File: src/neuron_pkg.sv
package neuron_pkg;

	// operand, bias and result precision.
	localparam int OP_WIDTH  = 16;
	localparam int ACC_WIDTH = 40;
	localparam int OUT_WIDTH = 16;

	// default fixed-point position of operands and results.
	localparam int DEFAULT_FRAC_BITS = 8;

	typedef logic signed [OP_WIDTH-1:0] op_t;

	// sums stay in product scale.
	typedef logic signed [ACC_WIDTH-1:0] acc_t;

	typedef logic signed [OUT_WIDTH-1:0] out_t;

	// bit 0 square, bit 1 accumulate, bit 2 add operand.
	typedef logic [2:0] op_code_t;

	localparam op_code_t OP_MULT       = 3'd0;
	localparam op_code_t OP_SQUARE     = 3'd1;
	localparam op_code_t OP_MULT_ACC   = 3'd2;
	localparam op_code_t OP_SQUARE_ACC = 3'd3;
	localparam op_code_t OP_MULT_ADD   = 3'd4;
	localparam op_code_t OP_SQUARE_ADD = 3'd5;

endpackage

File: src/macc.sv
`timescale 1ns/1ps

module macc #(
	parameter int FRAC_BITS = neuron_pkg::DEFAULT_FRAC_BITS
) (
	input logic clk,
	input logic reset,
	input logic enable,
	input logic clear,
	input neuron_pkg::op_code_t op_code,
	input neuron_pkg::op_t op_0,
	input neuron_pkg::op_t op_1,
	input neuron_pkg::op_t op_add,
	output neuron_pkg::acc_t acc
);
	import neuron_pkg::*;

	// control delay lines, one tap per datapath register.
	logic [2:0] enable_pipe;
	logic [2:0] clear_pipe;
	op_code_t op_code_s1;
	op_code_t op_code_s2;
	op_code_t op_code_s3;

	// multiplier inputs and product pipeline.
	op_t mul_a;
	op_t mul_b;
	acc_t mult_q;
	acc_t product;

	// add operand follows the product down the pipe.
	op_t add_s1;
	op_t add_s2;
	op_t add_s3;
	acc_t bias_ext;
	acc_t acc_next;

	always_ff @(posedge clk) begin
		if (reset) begin
			enable_pipe <= '0;
			clear_pipe <= '0;
			op_code_s1 <= OP_MULT;
			op_code_s2 <= OP_MULT;
			op_code_s3 <= OP_MULT;
		end else begin
			enable_pipe <= {enable_pipe[1:0], enable};
			clear_pipe <= {clear_pipe[1:0], clear};
			op_code_s1 <= op_code;
			op_code_s2 <= op_code_s1;
			op_code_s3 <= op_code_s2;
		end
	end

	// stage 1.
	// a square feeds op_1 to both multiplier inputs.
	always_ff @(posedge clk) begin
		if (enable) begin
			mul_a <= op_code[0] ? op_1 : op_0;
			mul_b <= op_1;
			add_s1 <= op_add;
		end
	end

	// stage 2.
	// two product registers so the multiplier can be retimed.
	always_ff @(posedge clk) begin
		mult_q <= mul_a * mul_b;
		product <= mult_q;
		add_s2 <= add_s1;
		add_s3 <= add_s2;
	end

	// bias arrives in output scale.
	assign bias_ext = add_s3;

	always_comb begin
		case (op_code_s3)
			OP_MULT, OP_SQUARE: acc_next = product;
			OP_MULT_ACC, OP_SQUARE_ACC: acc_next = acc + product;
			OP_MULT_ADD, OP_SQUARE_ADD: acc_next = product + (bias_ext <<< FRAC_BITS);
			default: acc_next = acc;
		endcase
	end

	// stage 3.
	// clear wins over an enable of the same slot.
	always_ff @(posedge clk) begin
		if (reset || clear_pipe[2]) begin
			acc <= '0;
		end else if (enable_pipe[2]) begin
			acc <= acc_next;
		end
	end

endmodule

File: src/vector_sequencer.sv
`timescale 1ns/1ps

module vector_sequencer (
	input logic clk,
	input logic reset,
	input logic in_valid,
	input logic in_first,
	input logic in_last,
	input logic square_mode,
	input logic flush,
	output logic enable,
	output logic clear,
	output neuron_pkg::op_code_t op_code,
	output logic capture
);
	import neuron_pkg::*;

	typedef enum logic {
		ST_IDLE,
		ST_ACCUM
	} state_t;

	state_t state;
	logic starts_vector;
	logic last_accepted;

	// one tag per cycle of macc latency.
	logic [2:0] last_pipe;

	// an element seen in idle opens a vector even without in_first.
	assign starts_vector = in_first || (state == ST_IDLE);

	assign last_accepted = in_valid && in_last && !flush;

	// an element on the flush cycle is dropped.
	assign enable = in_valid && !flush;
	assign clear = flush;

	// first element loads the bias, later ones accumulate.
	always_comb begin
		if (square_mode) begin
			op_code = starts_vector ? OP_SQUARE_ADD : OP_SQUARE_ACC;
		end else begin
			op_code = starts_vector ? OP_MULT_ADD : OP_MULT_ACC;
		end
	end

	always_ff @(posedge clk) begin
		if (reset) begin
			state <= ST_IDLE;
		end else if (flush) begin
			state <= ST_IDLE;
		end else if (in_valid) begin
			state <= in_last ? ST_IDLE : ST_ACCUM;
		end
	end

	// capture lands one cycle after the final sum settles in acc.
	// a flush drops every tag still on its way.
	always_ff @(posedge clk) begin
		if (reset || flush) begin
			last_pipe <= '0;
			capture <= 1'b0;
		end else begin
			last_pipe <= {last_pipe[1:0], last_accepted};
			capture <= last_pipe[2];
		end
	end

endmodule

File: src/output_activation.sv
`timescale 1ns/1ps

module output_activation #(
	parameter int LANES = 4,
	parameter int FRAC_BITS = neuron_pkg::DEFAULT_FRAC_BITS
) (
	input logic clk,
	input logic reset,
	input logic capture,
	input logic relu_en,
	input logic [LANES*neuron_pkg::ACC_WIDTH-1:0] acc_lanes,
	output logic [LANES*neuron_pkg::OUT_WIDTH-1:0] results,
	output logic result_valid
);
	import neuron_pkg::*;

	// out_t limits widened to accumulator width.
	localparam acc_t SAT_MAX = {{(ACC_WIDTH-OUT_WIDTH+1){1'b0}}, {(OUT_WIDTH-1){1'b1}}};
	localparam acc_t SAT_MIN = {{(ACC_WIDTH-OUT_WIDTH+1){1'b1}}, {(OUT_WIDTH-1){1'b0}}};

	for (genvar i = 0; i < LANES; i++) begin : g_lane
		acc_t sum;
		acc_t scaled;
		acc_t rect;
		out_t sat;
		out_t res_q;

		assign sum = acc_lanes[i*ACC_WIDTH +: ACC_WIDTH];

		// back to output scale.
		assign scaled = sum >>> FRAC_BITS;
		assign rect = (relu_en && scaled < 0) ? '0 : scaled;

		always_comb begin
			if (rect > SAT_MAX) begin
				sat = SAT_MAX[OUT_WIDTH-1:0];
			end else if (rect < SAT_MIN) begin
				sat = SAT_MIN[OUT_WIDTH-1:0];
			end else begin
				sat = rect[OUT_WIDTH-1:0];
			end
		end

		// held until the next capture.
		always_ff @(posedge clk) begin
			if (reset) begin
				res_q <= '0;
			end else if (capture) begin
				res_q <= sat;
			end
		end

		assign results[i*OUT_WIDTH +: OUT_WIDTH] = res_q;
	end

	always_ff @(posedge clk) begin
		if (reset) begin
			result_valid <= 1'b0;
		end else begin
			result_valid <= capture;
		end
	end

endmodule

File: src/neuron_engine.sv
`timescale 1ns/1ps

module neuron_engine #(
	parameter int LANES = 4,
	parameter int FRAC_BITS = neuron_pkg::DEFAULT_FRAC_BITS
) (
	input logic clk,
	input logic reset,
	input logic in_valid,
	input logic in_first,
	input logic in_last,
	input logic square_mode,
	input logic relu_en,
	input logic flush,
	input neuron_pkg::op_t act,
	input logic [LANES*neuron_pkg::OP_WIDTH-1:0] weights,
	input logic [LANES*neuron_pkg::OP_WIDTH-1:0] biases,
	output logic result_valid,
	output logic [LANES*neuron_pkg::OUT_WIDTH-1:0] results
);
	import neuron_pkg::*;

	// shared by every lane.
	logic lane_enable;
	logic lane_clear;
	op_code_t lane_op_code;
	logic capture;

	logic [LANES*ACC_WIDTH-1:0] acc_lanes;

	vector_sequencer i_seq (
		.clk(clk),
		.reset(reset),
		.in_valid(in_valid),
		.in_first(in_first),
		.in_last(in_last),
		.square_mode(square_mode),
		.flush(flush),
		.enable(lane_enable),
		.clear(lane_clear),
		.op_code(lane_op_code),
		.capture(capture)
	);

	for (genvar i = 0; i < LANES; i++) begin : g_lane
		op_t weight;
		op_t bias;
		op_t op_0;
		acc_t lane_acc;

		assign weight = weights[i*OP_WIDTH +: OP_WIDTH];
		assign bias = biases[i*OP_WIDTH +: OP_WIDTH];

		// act is ignored when squaring weights.
		assign op_0 = square_mode ? weight : act;

		macc #(
			.FRAC_BITS(FRAC_BITS)
		) i_macc (
			.clk(clk),
			.reset(reset),
			.enable(lane_enable),
			.clear(lane_clear),
			.op_code(lane_op_code),
			.op_0(op_0),
			.op_1(weight),
			.op_add(bias),
			.acc(lane_acc)
		);

		assign acc_lanes[i*ACC_WIDTH +: ACC_WIDTH] = lane_acc;
	end

	output_activation #(
		.LANES(LANES),
		.FRAC_BITS(FRAC_BITS)
	) i_act (
		.clk(clk),
		.reset(reset),
		.capture(capture),
		.relu_en(relu_en),
		.acc_lanes(acc_lanes),
		.results(results),
		.result_valid(result_valid)
	);

endmodule

File: config.mk
export PLATFORM = sky130hd
export DESIGN_NAME = neuron_engine
export DESIGN_NICKNAME = d
export VERILOG_FILES = /design/src/neuron_pkg.sv /design/src/macc.sv /design/src/vector_sequencer.sv /design/src/output_activation.sv /design/src/neuron_engine.sv
export SDC_FILE = /design/constraint.sdc
export NUM_CORES = 2
export LEC_CHECK = 0
export BUFFER_PORTS_ARGS = -buffer_cell sky130_fd_sc_hd__buf_2
export CAP_MARGIN = 20
export CELL_PAD_IN_SITES_DETAIL_PLACEMENT = 2
export CELL_PAD_IN_SITES_GLOBAL_PLACEMENT = 2
export CORE_MARGIN = 3
export CORE_UTILIZATION = 45
export CTS_CLUSTER_SIZE = 16
export DETAILED_ROUTE_END_ITERATION = 12
export PLACE_DENSITY = 0.95
export SLEW_MARGIN = 20
export SYNTH_ARGS = -nofsm -noshare
export SYNTH_HDL_FRONTEND = slang
export SYNTH_SLANG_ARGS = --single-unit
File: constraint.sdc
create_clock -name clk -period 25.8 [get_ports clk]
set_clock_uncertainty 0.1 [all_clocks]
set_input_delay 1.29 -clock clk [delete_from_list [all_inputs] [get_ports clk]]
set_output_delay 1.29 -clock clk [all_outputs]
set_load 0.03 [all_outputs]
# == Yosys cells after proc, flatten, opt, wreduce, memory -nomap -nowiden ==
# Index checks and enable logic that the tools add are counted.
# totals
reg_bits,903
in_bits,152
output_inout_bits,65
wordCells,133
# op_classes
n_addsub,8
multipliers,4
order_cmp,12
eq_ne,5
muxes,28
bitwise_logic,1
reduce_logical,24
# op_table
op,count
$pmux W40 S3,4
$mux W16,16
$add A40 B24 Y40,4
$add A40 B40 Y40,4
$gt A40 B16 Y1 const B,4
$lt A40 B16 Y1 const B,4
$mux W40,4
$lt A32 B1 Y1 const B,4
$mul A16 B16 Y32,4
$mux W3,3
$reduce_and A2 Y1,4
$reduce_or A2 Y1,4
$logic_and A1 B1 Y1,7
$eq A3 B2 Y1 const B,2
$eq A3 B3 Y1 const B,2
$logic_or A1 B1 Y1,6
$eq A3 B1 Y1 const B,1
$logic_not A3 Y1,1
$reduce_bool A3 Y1,1
$logic_not A1 Y1,1
$mux W1,1
$not A1 Y1,1

# == Depth between registers and ports, before layout ==
# depth
ltp_word,6
ltp_mapped,26
mapped_depth_nobuf,25

# == Modules after synthesis ==
# A second synthesis with hierarchy kept.
# unflattened
hier_cells,8240
hier_area_um2,79389.9
# by_module_without_submodules
mod,n_inst,cells_each,area_each_um2,seq_area_each_um2
macc (g_lane[2].i_macc),1,2014,19108.3,4404.2
macc (g_lane[3].i_macc),1,1976,18905.6,4404.2
macc (g_lane[0].i_macc),1,1972,18833.1,4404.2
macc (g_lane[1].i_macc),1,1973,18724.2,4404.2
output_activation,1,216,2553.7,1301.2
neuron_engine,1,71,1077.3,0.0
vector_sequencer,1,18,187.7,100.1

# == Worst setup path before layout ==
# No wires, ideal clock.
# synth_path
kind,in2reg
startpoint,input flush
endpoint,register g_lane[0].i_macc.add_s1[0] (enable)
setup_time_ns,0.773
arrival_ns,9.790
required_ns,24.927
slack_ns,15.137
path_stages,1
path_buffers,0
cell_sequence,nor2b_1
# synth_via
elab_chain_len,2
# synth_rtl
element,line_no,text
"start, declared",neuron_engine.sv:14,"input logic flush,"
$logic_not A1 Y1,vector_sequencer.sv:36,assign enable = in_valid && !flush;
$logic_and A1 B1 Y1,vector_sequencer.sv:36,
"end signal, assigned",macc.sv:60,add_s1 <= op_add;
"end, declared",macc.sv:32,op_t add_s1;
# No other way between the ends.
# A chain may end at the register's enable or synchronous reset.

# == Worst setup path in the final report ==
# layout_path
startpoint,register g_lane[3].i_macc.mul_b[15]
endpoint,register g_lane[3].i_macc.mult_q[38]
# layout_via
elab_chain_len,1
# layout_rtl
element,line_no,text
"start, declared",macc.sv:27,op_t mul_b;
"start signal, assigned",macc.sv:59,mul_b <= op_1;
$mul A16 B16 Y32,macc.sv:67,mult_q <= mul_a * mul_b;
"end signal, assigned",macc.sv:67,
"end, declared",macc.sv:28,acc_t mult_q;
# No other way between the ends.

==> qor.csv <==
stage;metric;value;unit
route;drt_iter0_drc;10164;
critical_path;worstPathRequired;26.37;ns
final_layout;final_cell_mix;1208 x inv_1, 1056 x fa_1, 813 x nand2_1;
clock_tree;cts_hold_buf;0;
logic_synthesis;synth_area;75300;um^2
floorplan;start_util;0.455;
logic_synthesis;synth_edf_count;192;
logic_synthesis;ys_seq_elements;818;
route;wl_per_cell;44.0;um
route;num_vias;73536;
place;port_buffers;216;
place;dp_hpwl;268;mm
sta;relSlewSlack;0.00412;
final_layout;fin_nets;9775;
floorplan;die_area;172000;um^2
sta;clock.fmax;95.2;MHz
place;placed_area;78400;um^2
clock_tree;clock_path_buffers;3;
route;ant_nets;0;
floorplan;core;166000;um^2
sta;setup_viol;0;
critical_path;startpoint_type;flip-flop;
final_layout;final_common_cell;inv_1;
run_status;status;finished, violations left;
route;drt_pass1_iterations;6;
floorplan;core.rowCount;149;
clock_tree;cts.clk_slew.worst_paths;0.08;ns
final_layout;design_area;82000;um^2
sta;rsz0062_at_grt;no;
sta;drv_slew;0;
route;drc;0;
run_status;violations;max-capacitance violations;
clock_tree;cts_tree;done;
critical_path;critPathSlowestCell;xnor2_1;
final_layout;fill_cells;17180;
floorplan;die_h;415;um
floorplan;io_pins;217;
clock_tree;clock_latency;0.85;ns
clock_tree;postCtsSetupBuffers;0;
grt;grt_pass1_vias;80256;
route;viasPerCell;7.12;
critical_path;arrival;11.08;ns
critical_path;path_cells;inv_1 -> nor2_1 -> fa_1 -> inv_1 -> fa_1 -> inv_1 -> fa_1 -> inv_1 -> fa_1 -> xnor2_1 -> xnor2_1 -> xnor2_1 -> xnor2_1 -> a21oi_1 -> a31oi_1;
floorplan;die_x;415;um
logic_synthesis;yosys_warnings;0;
route;totalWireLength;455;mm
clock_tree;root_buffer;clkbuf_16;
clock_tree;htreeDepth;3;
clock_tree;cts.sinks;818;
logic_synthesis;synth_flop_cell;dfxtp_1;
critical_path;path_max_fanout;15;
critical_path;slowest_delay;1.28;ns
sta;hold_viol;0;
hold_path;hp-class;reg2reg;
place;gp_congestion;0.903;
critical_path;endpoint_kind;flip-flop;
grt;grt_usage;0.493;
logic_synthesis;seq_area_frac_synth;0.243;
grt;antenna_found_initial;69;
logic_synthesis;synth.avg_cell_area;9.51;um^2
grt;grt_pass1_wl;610;mm
critical_path;reg2reg_setup_slack;15.29;ns
sta;finalCritPeriodShare;0.407;
logic_synthesis;async_reset_ff_frac;0;
logic_synthesis;yosysUniqueCellTypes;90;
job;maxCapViolations;1;
sta;fin_setup_tns;0;ns
critical_path;critical_path_class;reg2reg;
sta;worstMarginPinSlew;1.48;ns
sta;period_minus_slack;10.51;ns
grt;grt_max_degree;81;
grt;grt-ovfl-total;0;
clock_tree;post_cts_resized;0;
logic_synthesis;synthCells;7913;
final_layout;layout-drive-gt1-share;0.0622;
final_layout;syn_to_final_growth;8.93;%
logic_synthesis;synth_nets;9701;
clock_tree;cts_made_buffers;95;
[worst paths after layout]
path         cells after the start                     endpoint                        start
max reg2reg                     15  g_lane[3].i_macc.mult_q[38]   g_lane[3].i_macc.mul_b[15]
max                             15  g_lane[3].i_macc.mult_q[38]   g_lane[3].i_macc.mul_b[15]
min reg2reg                      0  g_lane[3].i_macc.add_s3[15]  g_lane[3].i_macc.add_s2[15]
min                              0  g_lane[3].i_macc.add_s3[15]  g_lane[3].i_macc.add_s2[15]
[critical path, delay by kind of cell (launching register included)]
kind	cells	cell delay, ns
buffers and inverters	4	2.20
xor gates and xnor gates	4	2.83
and+or+nand+nor	1	0.80
adders and majority gates	4	3.50
DFF	1	0.50
AOI/OAI and AO/OA	2	0.32
[per-layer routing]
layer  routed length, um  track usage  up-vias  share of wire
met5                1400       0.0328        -         0.0031
met4               59300        0.469       72           0.13
met3               58800        0.213     3719           0.13
met2              196000        0.761     7318           0.43
met1              139000        0.495    36436           0.31
li1                    -            -    25991              -
[cell families (layout without fill, tap and decap cells)]
kind of cell             count (synthesis)  count (layout)  synth area share
adder cells (fa/ha/maj)               1636            1636             0.377
AO/OA/AOI/OAI                         1416            1416             0.121
buffers and inverters                 1484            1641            0.0741
XOR/XNOR                               342             342            0.0398
other                                    0              76                 0
AND/OR/NAND/NOR                       2181            2181             0.140
multiplexers                            36              36           0.00505
flip-flops                             818             818             0.243
[layout make-up]
class	count	area, um^2	area share
antenna	76	190	0.00232
clock buffer	113	2590	0.0316
clock inverter	67	817	0.00997
inverter	1208	4530	0.0553
multi-input combinational	5611	51400	0.627
sequential	818	18300	0.223
tap	2189	2740	0.0334
timing repair buffer	253	1370	0.0168
[cell usage after synthesis, types with 50 or more instances]
| master | instances | area [um^2] |
|---|---|---|
| o221ai_1 | 53 | 464 |
| ha_1 | 580 | 7260 |
| and2_1 | 525 | 3280 |
| clkbuf_1 | 255 | 957 |
| xor2_1 | 113 | 990 |
| nand2b_1 | 75 | 469 |
| inv_1 | 1208 | 4530 |
| nor3_1 | 121 | 606 |
| a211oi_1 | 54 | 405 |
| nor2b_1 | 51 | 319 |
| edfxtp_1 | 192 | 5770 |
| dfxtp_1 | 626 | 12500 |
| nor2_1 | 354 | 1330 |
| fa_1 | 1056 | 21100 |
| a21oi_1 | 473 | 2370 |
| o21a_1 | 50 | 375 |
| nand3_1 | 78 | 390 |
| a21o_1 | 152 | 1140 |
| xnor2_1 | 229 | 2010 |
| nand2_1 | 814 | 3060 |
| o21ai_0 | 263 | 1320 |
[registers in the layout (all words and copies together) (netlist names)]
register and flops:
g_lane.i_macc.acc 160, g_lane.i_macc.mult_q 128, g_lane.i_macc.product 128, g_lane.i_macc.add_s1 64, g_lane.i_macc.add_s2 64, g_lane.i_macc.add_s3 64, g_lane.i_macc.mul_a 64, g_lane.i_macc.mul_b 64
i_act.g_lane.res_q 64, g_lane.i_macc.enable_pipe 3, g_lane.i_macc.clear_pipe 3, i_seq.last_pipe 3, g_lane.i_macc.op_code_s1 2, g_lane.i_macc.op_code_s2 2, g_lane.i_macc.op_code_s3 2, i_act.result_valid 1
i_seq.capture 1, i_seq.state 1
[stage by stage]
stage               instances   util  hold slack, ns  setup WS [ns]
finish                  10335  0.495           0.226          15.29
detailed placement      10079  0.473           0.214          18.27
floorplan                7913      -           0.210          15.14
CTS                     10259  0.494           0.226          17.68
global placement        10078  0.473           0.210          18.98
global route            10280  0.494           0.220          15.90
Power is not shown: default switching activity piles up to over one toggle a cycle in this logic, so the estimate is an artifact.
